### src/common/i8008_pkg.sv
`default_nettype none

package i8008_pkg;

  localparam int DATA_W      = 8;
  localparam int ADDR_W      = 14;
  localparam int STACK_DEPTH = 8;
  localparam int SP_W        = 3;
  localparam int NUM_REGS    = 7;  // A, B, C, D, E, H, L
  localparam int FLAG_W      = 4;

  // Flag vector layout, same order as the condition code in opcode bits 4..3
  localparam int FLAG_C = 0;
  localparam int FLAG_Z = 1;
  localparam int FLAG_S = 2;
  localparam int FLAG_P = 3;

  localparam logic [2:0] REG_A   = 3'd0;  // Accumulator
  localparam logic [2:0] REG_MEM = 3'd7;  // M operand on the 8008, not supported here

  // Work requested from the data unit
  typedef enum logic [2:0] {
    DOP_NONE,
    DOP_MOVE,
    DOP_LOAD_IMM,
    DOP_INC,
    DOP_DEC,
    DOP_ALU_REG,
    DOP_ALU_IMM,
    DOP_ROTATE
  } data_op_e;

  // 8008 ALU function field, opcode bits 5..3
  typedef enum logic [2:0] {
    ADD = 3'd0,
    ADC = 3'd1,
    SUB = 3'd2,
    SBB = 3'd3,
    AND = 3'd4,
    XOR = 3'd5,
    OR  = 3'd6,
    CMP = 3'd7
  } alu_op_e;

  // Rotate select, opcode bits 4..3
  typedef enum logic [1:0] {
    RLC = 2'd0,
    RRC = 2'd1,
    RAL = 2'd2,
    RAR = 2'd3
  } rot_op_e;

  typedef enum logic [1:0] {
    FOP_STEP,
    FOP_JUMP,
    FOP_CALL,
    FOP_RET
  } flow_op_e;

  typedef enum logic {
    ST_RUN,
    ST_HALTED
  } exec_state_e;

endpackage

`default_nettype wire

### src/data_unit/alu.sv
`timescale 1ns/1ns
`default_nettype none

module alu (
  input  logic [i8008_pkg::DATA_W-1:0]  a,
  input  logic [i8008_pkg::DATA_W-1:0]  b,
  input  logic                          carry_in,
  input  i8008_pkg::data_op_e           data_op,
  input  i8008_pkg::alu_op_e            alu_op,
  input  i8008_pkg::rot_op_e            rot_op,
  output logic [i8008_pkg::DATA_W-1:0]  result,
  output logic [i8008_pkg::FLAG_W-1:0]  flags_next
);
  import i8008_pkg::*;

  logic [DATA_W:0] sum;  // Extra bit carries out or borrows
  logic            carry_out;

  always_comb begin
    sum       = '0;
    result    = a;
    carry_out = carry_in;  // INC and DEC keep carry
    case (data_op)
      DOP_INC: result = a + 8'd1;
      DOP_DEC: result = a - 8'd1;
      DOP_ROTATE: begin
        case (rot_op)
          RLC:     {carry_out, result} = {a[7], a[6:0], a[7]};
          RRC:     {carry_out, result} = {a[0], a[0], a[7:1]};
          RAL:     {carry_out, result} = {a[7], a[6:0], carry_in};  // Through carry
          default: {carry_out, result} = {a[0], carry_in, a[7:1]};
        endcase
      end
      DOP_ALU_REG, DOP_ALU_IMM: begin
        case (alu_op)
          ADD:      sum = {1'b0, a} + {1'b0, b};
          ADC:      sum = {1'b0, a} + {1'b0, b} + {{DATA_W{1'b0}}, carry_in};
          SUB, CMP: sum = {1'b0, a} - {1'b0, b};
          SBB:      sum = {1'b0, a} - {1'b0, b} - {{DATA_W{1'b0}}, carry_in};
          AND:      sum = {1'b0, a & b};
          XOR:      sum = {1'b0, a ^ b};
          default:  sum = {1'b0, a | b};
        endcase
        result    = sum[DATA_W-1:0];
        carry_out = sum[DATA_W];  // Logic ops leave bit 8 clear
      end
      default: ;
    endcase
  end

  always_comb begin
    flags_next         = '0;
    flags_next[FLAG_C] = carry_out;
    flags_next[FLAG_Z] = (result == '0);
    flags_next[FLAG_S] = result[DATA_W-1];
    flags_next[FLAG_P] = ~^result;  // Set on even number of ones
  end

endmodule

`default_nettype wire

### src/data_unit/data_unit.sv
`timescale 1ns/1ns
`default_nettype none

module data_unit (
  input  logic                          clk,
  input  logic                          rst,
  input  logic                          exec_en,
  input  i8008_pkg::data_op_e           data_op,
  input  i8008_pkg::alu_op_e            alu_op,
  input  i8008_pkg::rot_op_e            rot_op,
  input  logic [2:0]                    dst,
  input  logic [2:0]                    src,
  input  logic [i8008_pkg::DATA_W-1:0]  imm,
  input  logic [2:0]                    reg_sel,
  output logic [i8008_pkg::DATA_W-1:0]  reg_data,
  output logic [i8008_pkg::DATA_W-1:0]  acc,
  output logic [i8008_pkg::FLAG_W-1:0]  flags
);
  import i8008_pkg::*;

  logic [DATA_W-1:0] regs [NUM_REGS];
  logic [FLAG_W-1:0] flags_q;
  logic [FLAG_W-1:0] flags_next;
  logic [DATA_W-1:0] src_val;
  logic [DATA_W-1:0] alu_a;
  logic [DATA_W-1:0] alu_b;
  logic [DATA_W-1:0] alu_result;
  logic [DATA_W-1:0] wr_data;
  logic [2:0]        wr_sel;
  logic              reg_we;
  logic              flag_we;

  assign src_val = regs[src];
  assign alu_a   = (data_op == DOP_INC || data_op == DOP_DEC) ? regs[dst] : regs[REG_A];
  assign alu_b   = (data_op == DOP_ALU_IMM) ? imm : src_val;

  alu i_alu (
    .a         (alu_a),
    .b         (alu_b),
    .carry_in  (flags_q[FLAG_C]),
    .data_op   (data_op),
    .alu_op    (alu_op),
    .rot_op    (rot_op),
    .result    (alu_result),
    .flags_next(flags_next)
  );

  // Write-back selection
  always_comb begin
    wr_data = alu_result;
    wr_sel  = REG_A;  // ALU ops and rotates land in A
    reg_we  = 1'b0;
    flag_we = 1'b0;
    case (data_op)
      DOP_MOVE: begin
        wr_data = src_val;
        wr_sel  = dst;
        reg_we  = 1'b1;
      end
      DOP_LOAD_IMM: begin
        wr_data = imm;
        wr_sel  = dst;
        reg_we  = 1'b1;
      end
      DOP_INC, DOP_DEC: begin
        wr_sel  = dst;
        reg_we  = 1'b1;
        flag_we = 1'b1;
      end
      DOP_ALU_REG, DOP_ALU_IMM: begin
        reg_we  = (alu_op != CMP);  // Compare only touches flags
        flag_we = 1'b1;
      end
      DOP_ROTATE: begin
        reg_we  = 1'b1;
        flag_we = 1'b1;
      end
      default: ;
    endcase
  end

  always_ff @(posedge clk) begin
    if (rst) begin
      for (int i = 0; i < NUM_REGS; i++)
        regs[i] <= '0;
      flags_q <= '0;
    end else if (exec_en) begin
      if (reg_we)
        regs[wr_sel] <= wr_data;
      if (flag_we && data_op == DOP_ROTATE)
        flags_q[FLAG_C] <= flags_next[FLAG_C];  // Z, S, P kept on rotates
      else if (flag_we)
        flags_q <= flags_next;
    end
  end

  assign reg_data = (reg_sel == REG_MEM) ? '0 : regs[reg_sel];
  assign acc      = regs[REG_A];
  assign flags    = flags_q;

  // Decoder must never let code 111 reach the register file
  no_mem_write_a: assert property (@(posedge clk) disable iff (rst)
    exec_en && reg_we |-> wr_sel != REG_MEM);

endmodule

`default_nettype wire

### src/flow_unit/pc_stack.sv
`timescale 1ns/1ns
`default_nettype none

module pc_stack (
  input  logic                          clk,
  input  logic                          rst,
  input  logic                          exec_en,
  input  i8008_pkg::flow_op_e           flow_op,
  input  logic [1:0]                    instr_len,
  input  logic [i8008_pkg::ADDR_W-1:0]  target,
  output logic [i8008_pkg::ADDR_W-1:0]  pc,
  output logic [i8008_pkg::SP_W-1:0]    stack_ptr
);
  import i8008_pkg::*;

  logic [ADDR_W-1:0] stack_mem [STACK_DEPTH];
  logic [SP_W-1:0]   sp_q;
  logic [SP_W-1:0]   sp_inc;
  logic [SP_W-1:0]   sp_dec;
  logic [ADDR_W-1:0] pc_next;
  logic              sp_at_top;
  logic              sp_at_bottom;

  // The active entry is the program counter
  assign pc           = stack_mem[sp_q];
  assign pc_next      = pc + ADDR_W'(instr_len);  // Wraps at 2^14
  assign sp_inc       = sp_q + SP_W'(1);
  assign sp_dec       = sp_q - SP_W'(1);
  assign sp_at_top    = (sp_q == SP_W'(STACK_DEPTH - 1));
  assign sp_at_bottom = (sp_q == '0);

  always_ff @(posedge clk) begin
    if (rst) begin
      for (int i = 0; i < STACK_DEPTH; i++)
        stack_mem[i] <= '0;
      sp_q <= '0;
    end else if (exec_en) begin
      case (flow_op)
        FOP_JUMP: stack_mem[sp_q] <= target;
        FOP_CALL: begin
          if (sp_at_top) begin
            stack_mem[sp_q] <= target;  // Full stack, return address dropped
          end else begin
            stack_mem[sp_q]   <= pc_next;
            stack_mem[sp_inc] <= target;
            sp_q              <= sp_inc;
          end
        end
        FOP_RET: begin
          if (sp_at_bottom)
            stack_mem[sp_q] <= pc_next;  // Nothing to pop
          else
            sp_q <= sp_dec;
        end
        default: stack_mem[sp_q] <= pc_next;
      endcase
    end
  end

  assign stack_ptr = sp_q;

  // One push or one pop per executed instruction at most
  sp_step_a: assert property (@(posedge clk) disable iff (rst)
    !$past(rst) && $changed(sp_q) |->
      $past(exec_en) && ($past(sp_q) + 1 == sp_q || sp_q + 1 == $past(sp_q)));

endmodule

`default_nettype wire

### src/verilog/instr_decode.sv
`timescale 1ns/1ns
`default_nettype none

module instr_decode (
  input  logic                          clk,
  input  logic                          rst,
  input  logic                          instr_valid,
  input  logic [i8008_pkg::DATA_W-1:0]  opcode,
  input  logic [i8008_pkg::DATA_W-1:0]  operand_lo,
  input  logic [i8008_pkg::DATA_W-1:0]  operand_hi,
  input  logic [i8008_pkg::FLAG_W-1:0]  flags,
  output logic                          exec_en,
  output i8008_pkg::data_op_e           data_op,
  output i8008_pkg::alu_op_e            alu_op,
  output i8008_pkg::rot_op_e            rot_op,
  output logic [2:0]                    dst,
  output logic [2:0]                    src,
  output logic [i8008_pkg::DATA_W-1:0]  imm,
  output i8008_pkg::flow_op_e           flow_op,
  output logic [1:0]                    instr_len,
  output logic [i8008_pkg::ADDR_W-1:0]  target,
  output logic                          halted
);
  import i8008_pkg::*;

  exec_state_e state;
  logic        flag_bit;
  logic        cond_true;
  logic        is_hlt;

  // Condition field: bits 4..3 pick the flag, bit 5 picks the sense
  always_comb begin
    case (opcode[4:3])
      2'd0:    flag_bit = flags[FLAG_C];
      2'd1:    flag_bit = flags[FLAG_Z];
      2'd2:    flag_bit = flags[FLAG_S];
      default: flag_bit = flags[FLAG_P];
    endcase
  end

  assign cond_true = (flag_bit == opcode[5]);

  always_comb begin
    data_op   = DOP_NONE;
    alu_op    = alu_op_e'(opcode[5:3]);
    rot_op    = rot_op_e'(opcode[4:3]);
    dst       = opcode[5:3];
    src       = opcode[2:0];
    imm       = operand_lo;
    flow_op   = FOP_STEP;
    instr_len = 2'd1;
    target    = {operand_hi[ADDR_W-DATA_W-1:0], operand_lo};
    is_hlt    = 1'b0;

    case (opcode[7:6])
      2'b00: begin
        case (opcode[2:0])
          3'b000, 3'b001: begin
            if (opcode[5:3] == 3'b000)
              is_hlt = 1'b1;
            else if (dst != REG_MEM)
              data_op = opcode[0] ? DOP_DEC : DOP_INC;
          end
          3'b010: if (!opcode[5]) data_op = DOP_ROTATE;  // 00 1xx 010 is unused
          3'b011: if (cond_true) flow_op = FOP_RET;
          3'b100: begin
            data_op   = DOP_ALU_IMM;
            instr_len = 2'd2;
          end
          3'b101: begin  // RST, one-byte call to AAA000
            flow_op = FOP_CALL;
            target  = {{(ADDR_W-6){1'b0}}, opcode[5:3], 3'b000};
          end
          3'b110: begin
            if (dst != REG_MEM) begin  // LMI falls through as one byte
              data_op   = DOP_LOAD_IMM;
              instr_len = 2'd2;
            end
          end
          default: flow_op = FOP_RET;
        endcase
      end
      2'b01: begin
        instr_len = opcode[0] ? 2'd1 : 2'd3;  // Odd codes are INP/OUT
        case (opcode[2:0])
          3'b000:  if (cond_true) flow_op = FOP_JUMP;
          3'b010:  if (cond_true) flow_op = FOP_CALL;
          3'b100:  flow_op = FOP_JUMP;
          3'b110:  flow_op = FOP_CALL;
          default: ;
        endcase
      end
      2'b10: if (src != REG_MEM) data_op = DOP_ALU_REG;
      default: begin
        if (opcode == 8'hff)
          is_hlt = 1'b1;
        else if (dst != REG_MEM && src != REG_MEM)
          data_op = DOP_MOVE;
      end
    endcase
  end

  assign exec_en = instr_valid && (state == ST_RUN);
  assign halted  = (state == ST_HALTED);

  // Only reset leaves the halted state
  always_ff @(posedge clk) begin
    if (rst)
      state <= ST_RUN;
    else if (exec_en && is_hlt)
      state <= ST_HALTED;
  end

  halt_sticky_a: assert property (@(posedge clk) $fell(halted) |-> $past(rst));

endmodule

`default_nettype wire

### src/verilog/i8008_exec_top.sv
`timescale 1ns/1ns
`default_nettype none

module i8008_exec_top (
  input  logic                          clk,
  input  logic                          rst,
  input  logic                          instr_valid,
  input  logic [i8008_pkg::DATA_W-1:0]  opcode,
  input  logic [i8008_pkg::DATA_W-1:0]  operand_lo,
  input  logic [i8008_pkg::DATA_W-1:0]  operand_hi,
  input  logic [2:0]                    reg_sel,
  output logic [i8008_pkg::DATA_W-1:0]  reg_data,
  output logic [i8008_pkg::DATA_W-1:0]  acc,
  output logic [i8008_pkg::ADDR_W-1:0]  pc,
  output logic [i8008_pkg::FLAG_W-1:0]  flags,
  output logic [i8008_pkg::SP_W-1:0]    stack_ptr,
  output logic                          halted
);
  import i8008_pkg::*;

  logic              exec_en;
  data_op_e          data_op;
  alu_op_e           alu_op;
  rot_op_e           rot_op;
  logic [2:0]        dst;
  logic [2:0]        src;
  logic [DATA_W-1:0] imm;
  flow_op_e          flow_op;
  logic [1:0]        instr_len;
  logic [ADDR_W-1:0] target;

  instr_decode i_instr_decode (
    .clk        (clk),
    .rst        (rst),
    .instr_valid(instr_valid),
    .opcode     (opcode),
    .operand_lo (operand_lo),
    .operand_hi (operand_hi),
    .flags      (flags),
    .exec_en    (exec_en),
    .data_op    (data_op),
    .alu_op     (alu_op),
    .rot_op     (rot_op),
    .dst        (dst),
    .src        (src),
    .imm        (imm),
    .flow_op    (flow_op),
    .instr_len  (instr_len),
    .target     (target),
    .halted     (halted)
  );

  data_unit i_data_unit (
    .clk     (clk),
    .rst     (rst),
    .exec_en (exec_en),
    .data_op (data_op),
    .alu_op  (alu_op),
    .rot_op  (rot_op),
    .dst     (dst),
    .src     (src),
    .imm     (imm),
    .reg_sel (reg_sel),
    .reg_data(reg_data),
    .acc     (acc),
    .flags   (flags)
  );

  pc_stack i_pc_stack (
    .clk      (clk),
    .rst      (rst),
    .exec_en  (exec_en),
    .flow_op  (flow_op),
    .instr_len(instr_len),
    .target   (target),
    .pc       (pc),
    .stack_ptr(stack_ptr)
  );

endmodule

`default_nettype wire

### config.mk
export PLATFORM = sky130hd
export DESIGN_NAME = i8008_exec_top
export DESIGN_NICKNAME = d
export VERILOG_FILES = /design/src/common/i8008_pkg.sv /design/src/data_unit/alu.sv /design/src/data_unit/data_unit.sv /design/src/flow_unit/pc_stack.sv /design/src/verilog/instr_decode.sv /design/src/verilog/i8008_exec_top.sv
export SDC_FILE = /design/constraint.sdc
export NUM_CORES = 1
export LEC_CHECK = 0
export BUFFER_PORTS_ARGS = -buffer_cell sky130_fd_sc_hd__clkbuf_2
export CAP_MARGIN = 20
export CORE_UTILIZATION = 25
export DETAILED_ROUTE_END_ITERATION = 10
export HOLD_SLACK_MARGIN = 0.02
export PLACE_DENSITY_LB_ADDON = 0.08
export SLEW_MARGIN = 20
export SYNTH_ARGS = -nofsm -noshare
export SYNTH_HDL_FRONTEND = slang
export SYNTH_HIERARCHICAL = 1
export SYNTH_SLANG_ARGS = --single-unit
### constraint.sdc
create_clock -name clk -period 7.8 [get_ports clk]
set_input_delay 0.78 -clock clk [delete_from_list [all_inputs] [get_ports clk]]
set_output_delay 0.78 -clock clk [all_outputs]
set_load 0.005 [all_outputs]
==> results of run 1 <==
-- flip-flops by register name (all words and copies together), names as in the netlist, named ones only --
name / cells
i_instr_decode/halted: 1
i_data_unit/regs: 64
i_pc_stack/stack_ptr: 3
i_pc_stack/stack_mem: 112
i_data_unit/flags: 4
-- per-layer routing --
layer	vias to the layer above	share of wire [%]	track usage, %
met3	45	3.2	2.56
li1	5512	-	-
met1	6118	45	24.9
met5	-	0	0
met2	271	51	33.5
met4	0	1.6	4.85
-- final cells by class --
class,count,area (µm²)
Clock buffer,17,425
Clock inverter,15,205
Fill cell,6141,41600
Inverter,48,180
Multi-Input combinational cell,1083,8400
Sequential cell,187,5430
Tap cell,765,957
Timing Repair Buffer,112,688
-- cells by family after synthesis --
kind of cell / Yosys count / share of synthesized area (%)
and+or+nand+nor: 440 / 15.9
adders and majority gates: 48 / 4.28
xor gates and xnor gates: 34 / 2.56
DFF: 187 / 36.8
buffers and inverters: 175 / 6.27
AOI/OAI and AO/OA: 415 / 19.5
muxes: 146 / 14.7
-- report_power, final --
| group | switching (µW) | internal (µW) | leakage [µW] |
|---|---|---|---|
| clock network | 496 | 442 | 0.000299 |
| logic | 590 | 339 | 0.00371 |
| registers | 26.7 | 1140 | 0.00188 |
-- tightest hold or removal path: stages (launching register included) --
cell and delay (ns):
dfxtp_1 0.34, nor2_1 0.11, a311oi_1 0.05
-- cells in the final DEF, fill, tap and decap left out, drive strengths merged, types with 26 or more instances in the layout --
cell type / count
a21oi: 105
a22o: 58
buf: 48
clkbuf: 81
edfxtp: 168
ha: 44
inv: 54
mux2i: 75
mux4: 52
nand2: 146
nand2b: 26
nand3: 38
nor2: 69
nor2b: 31
o21ai: 101
xnor2: 27
-- stage by stage --
step / std cells / utilization, % / area (µm²)
2_1_floorplan: 1445 / - / 14700
3_3_place_gp: 2194 / 27.0 / 15600
3_5_place_dp: 2194 / 27.0 / 15600
4_1_cts: 2226 / 28.1 / 16300
5_1_grt: 2227 / 28.1 / 16300
6_report: 2227 / 28.1 / 16300
-- path summary, 6_finish.rpt --
kind / end / slack, ns / cells after the start
min reg2reg: i_data_unit/regs[6][3] / 0.54 / 2
min: i_data_unit/regs[6][3] / 0.54 / 2
max: i_data_unit/regs[5][7] / 1.20 / 22
max reg2reg: i_data_unit/regs[5][7] / 2.50 / 16
==> impl_metrics.toml, run 1 <==
[setup_path]
required_ns = 8.01
endpoint_kind = "flop"
cp_slowest_cell = "a21oi_1"
critPathArrivalTime_ns = 6.81
max_stage_delay_ns = 0.57
cpLargestDelayFamily = "compound AO/OA/AOI/OAI gates"
r2r-start = "i_data_unit/regs[0][2]"
start_kind = "input pin"
crit_path_start = "opcode[5]"
crit_type = "input pin to flop"
crit_buf_inv = 4
crit_top_cell = "a21oi_1"
worstPathMaxFanout = 30
path_cells = "clkbuf_2 -> buf_4 -> nand4_1 -> a32o_1 -> nor2_1 -> a21oi_1 -> buf_4 -> o21ai_0 -> inv_1 -> ha_1 -> fa_1 -> nor3_2 -> nor3_1 -> o311ai_2 -> nand4b_1 -> xor2_1 -> o22ai_1 -> a2111o_1 -> nand2b_1 -> a21oi_1 -> a21oi_1 -> a21oi_1"

[timing]
finalHoldViolCount = 0
slew_headroom_pct = 26.7
timing.fmax_ghz = 0.152
rsz0062_at_grt = "no"
layout_min_cycle_time_ns = 6.60
setup_violations = 0
fin_setup_tns_ns = 0
worstMarginPinSlew_ns = 1.10
fin_skew_ns = 0.0172
hold_slack_ns = 0.542
drv_slew = 0
fin_crit_sh_pct = 84.6
layout_setup_ws_ns = 1.20

[grt]
grt_pass1_vias = 11900
grt_max_degree = 39
gr-total-overflow = 0
antenna_found_initial = 0
grt_pass1_wl_um = 83900
globalRouteTotalUtil_pct = 19.2

[yosys]
ys_seq_area_share_pct = 36.8
yosysMostFrequentCell = "edfxtp_1"
synth_area_leader_cell = "edfxtp_1"
ys.flop_type = "edfxtp_1"
synth-edff-count = 168
synth_cell_types = 115
async_flop_share_pct = 0
synth_cells = 1445
synth_top_area_share_pct = 34.3
synth_area_mm2 = 0.0147
ys_seq_elements = 187
yosys_warnings = 6
netlist_top_cells_area = "edfxtp_1 34%, mux4_2 7.0%, mux2i_1 5.0%, ha_1 3.7%, nand2_1 3.7%"
syn_area_per_cell_um2 = 10.2
synth_common_cells = "168 x edfxtp_1, 146 x nand2_1, 96 x a21oi_1"
syn_nets = 1523

[finish]
fin_nets = 1527
drive_gt1_share_pct = 19.4
n_antenna_cell = 0
area_delta_synth_final_pct = 10.5

[cts]
cts_setup_buffers = 0
cts.repair.resized = 0
cts_sinks = 187
cts.reportedPaths.clkPinSlew_ns = 0.07
cts_root_buf = "clkbuf_16"
insertion_delay_ns = 0.50
cts.hold.buffers_added = 0
cts_tree = "yes"
cts-buffers-inserted = 17
h-tree-depth = 4
clk_path_buf_depth = 2

[route]
wl_um = 56700
dr.pass1.iters = 7
vias = 11900
vias_per_cell = 5.36
drc_errors = 0
ant_nets = 0
drtIter0Drc = 879
wl_per_cell_um = 25.4

[power_and_ir_drop]
p_leak_uw = 0.00589
power_uw = 3030
p_per_area_mw_per_mm2 = 186
peakVddDrop_mv = 0.162

[placement]
gp_congestion = 0.816
dpl.hpwl_um = 40400
pre_cts_ws_ns = 0.636
port_buffers = 65

[floorplanning]
fp-row-count = 88
die_w_um = 245
die-area_mm2 = 0.0599
core_mm2 = 0.0579
start_util_pct = 25.4
die_y_um = 245
io_pins = 68

[min_path]
worstHoldStart = "i_data_unit/regs[6][3]"
hold_path_class = "flop to flop"

[status]
status = "complete, no violations"

[flow_run]
maxCapViolations = 0
(Power assumes the default switching activity.)
==> inputs of run 2 (changes only) <==
==> constraint.sdc (replaced) <==
create_clock -name clk -period 6 [get_ports clk]
set_input_delay 0.6 -clock clk [delete_from_list [all_inputs] [get_ports clk]]
set_output_delay 0.6 -clock clk [all_outputs]
set_load 0.005 [all_outputs]
==> run 2 against run 1 <==
Die area stayed put; clock-buffer cell count is 1 higher; final cell count is 5.3% higher; largest power group unchanged; register-to-register slack worse by 1.3 ns; largest cell class unchanged; critical endpoint is now i_data_unit/regs[5][4]; combinational power is 50% higher; clock skew is 0.0042 ns lower; global-route usage is 0.12 points higher; critical path type unchanged.
==> impl_metrics.toml, run 2 (same netlist as run 1, synthesis figures left out) <==
[status]
status = "complete, no violations"

[route]
vias_per_cell = 5.21
drtIter0Drc = 855
ant_nets = 0
wl_per_cell_um = 24.6
wl_um = 57700
drc_errors = 0
vias = 12200
dr.pass1.iters = 8

[cts]
insertion_delay_ns = 0.49
h-tree-depth = 4
clk_path_buf_depth = 2
cts.reportedPaths.clkPinSlew_ns = 0.07
cts-buffers-inserted = 17
cts_root_buf = "clkbuf_16"
cts_sinks = 187
cts.hold.buffers_added = 0
cts_tree = "yes"
cts_setup_buffers = 0

[timing]
worstMarginPinSlew_ns = 1.06
fin_setup_tns_ns = 0
finalHoldViolCount = 0
slew_headroom_pct = 29.1
layout_setup_ws_ns = 0.505
fin_skew_ns = 0.0130
fin_crit_sh_pct = 91.6
timing.fmax_ghz = 0.182
rsz0062_at_grt = "no"
hold_slack_ns = 0.464
drv_slew = 0
setup_violations = 0
layout_min_cycle_time_ns = 5.50

[setup_path]
required_ns = 6.20
crit_type = "input pin to flop"
max_stage_delay_ns = 0.49
start_kind = "input pin"
path_cells = "clkbuf_2 -> buf_4 -> nor4_1 -> nand4b_1 -> o21ai_2 -> and3b_1 -> a21oi_1 -> buf_4 -> o21ai_0 -> buf_4 -> ha_1 -> fa_1 -> a211o_1 -> a21oi_1 -> nor2_2 -> a211oi_1 -> a311oi_1 -> buf_4 -> o221ai_1 -> a31oi_1 -> nand2b_1 -> a21oi_1 -> a21oi_1 -> a21oi_1"
cp_slowest_cell = "fa_1"
critPathArrivalTime_ns = 5.70
endpoint_kind = "flop"
crit_top_cell = "a21oi_1"
reg2reg_slack_ns = 1.17
worstPathMaxFanout = 16

[finish]
largest_reg_flops = 112
final_common_cell = "edfxtp_1"
regMostFlops = "i_pc_stack/stack_mem"
nFillCells = 6140
drive_gt1_share_pct = 25.4
final_cell_mix = "168 x edfxtp_1, 165 x buf_4, 146 x nand2_1"
fin_nets = 1646
finalNonFillerCells = 2346
area_delta_synth_final_pct = 16.5
finalInstanceArea_mm2 = 0.0172

[floorplanning]
fp-row-count = 88
start_util_pct = 25.4
io_pins = 68
die_y_um = 245
core_mm2 = 0.0579
die_w_um = 245
die-area_mm2 = 0.0599

[placement]
port_buffers = 65
gp_congestion = 0.809
placed_cells = 2314
place_area_mm2 = 0.0166
pre_cts_ws_ns = -0.209
dpl.hpwl_um = 41900

[grt]
globalRouteTotalUtil_pct = 19.4
gr-total-overflow = 0
grt_pass1_vias = 12300
antenna_found_initial = 0
grt_max_degree = 39
grt_pass1_wl_um = 83500

[min_path]
hold_path_class = "input pin to flop"

[power_and_ir_drop]
p_leak_uw = 0.00647
p_per_area_mw_per_mm2 = 240
peakVddDrop_mv = 0.216

[flow_run]
maxCapViolations = 0
==> run 2: changes by cell type in the layout (fill, tap and decap cells not counted), sizes merged <==
cell | before | now
buf | 48 | 167
bufinv | 0 | 2
clkbuf | 81 | 82
clkinv | 8 | 5
clkinvlp | 1 | 2
diode | 0 | 1
inv | 54 | 52
==> run 2: final cells by class <==
type	instances	area [µm²]	share of cell area, %
Antenna cell	1	2.50	0.0146
Clock inverter	13	164	0.955
Inverter	48	180	1.05
Timing Repair Buffer	231	1600	9.32
Clock buffer	18	429	2.50
Sequential cell	187	5430	31.6
Multi-Input combinational cell	1083	8400	48.9
Tap cell	765	957	5.58
==> run 2: where the power goes <==
part           switching (µW)  internal [µW]  leakage (µW)
logic                     806            587       0.00430
clock network             578            623      0.000285
registers                37.1           1480       0.00188
total                    1420           2690       0.00647
==> run 2: per-layer routing <==
layer | GRT usage [%] | share of wire, % | vias up
li1 | - | - | 5727
met1 | 24.3 | 44 | 6168
met2 | 33.5 | 50 | 268
met3 | 2.81 | 3.5 | 63
met4 | 7.04 | 2.9 | 0
met5 | 0 | 0 | -
==> run 2: path summary, 6_finish.rpt <==
path,end,depth (start not counted),from
setup reg to reg,i_data_unit/flags[3],20,i_data_unit/regs[0][4]
hold reg to reg,i_data_unit/regs[6][6],2,i_data_unit/regs[6][6]
setup / recovery,i_data_unit/regs[5][4],24,opcode[1]
hold / removal,i_instr_decode/halted,3,instr_valid
==> run 2: through the flow <==
stage	total power (µW)	util, %
floorplan	2380	-
global placement	2950	28.6
detailed placement	2940	28.6
CTS	4160	29.6
global route	4320	29.6
finish	4110	29.6
==> run 2: worst max-delay path, delay by kind of cell <==
kind / cells / cell delay (ns)
compound gates: 12 / 2.48
simple gates: 5 / 0.95
buf+inv: 5 / 0.93
fa+ha+maj: 2 / 0.72
==> run 2: repair_timing <==
action / in CTS / in global routing
gates resized for setup: 0 / 1
setup endpoints to repair: 0 / 2
endpoints found under the hold margin: 0 / 0
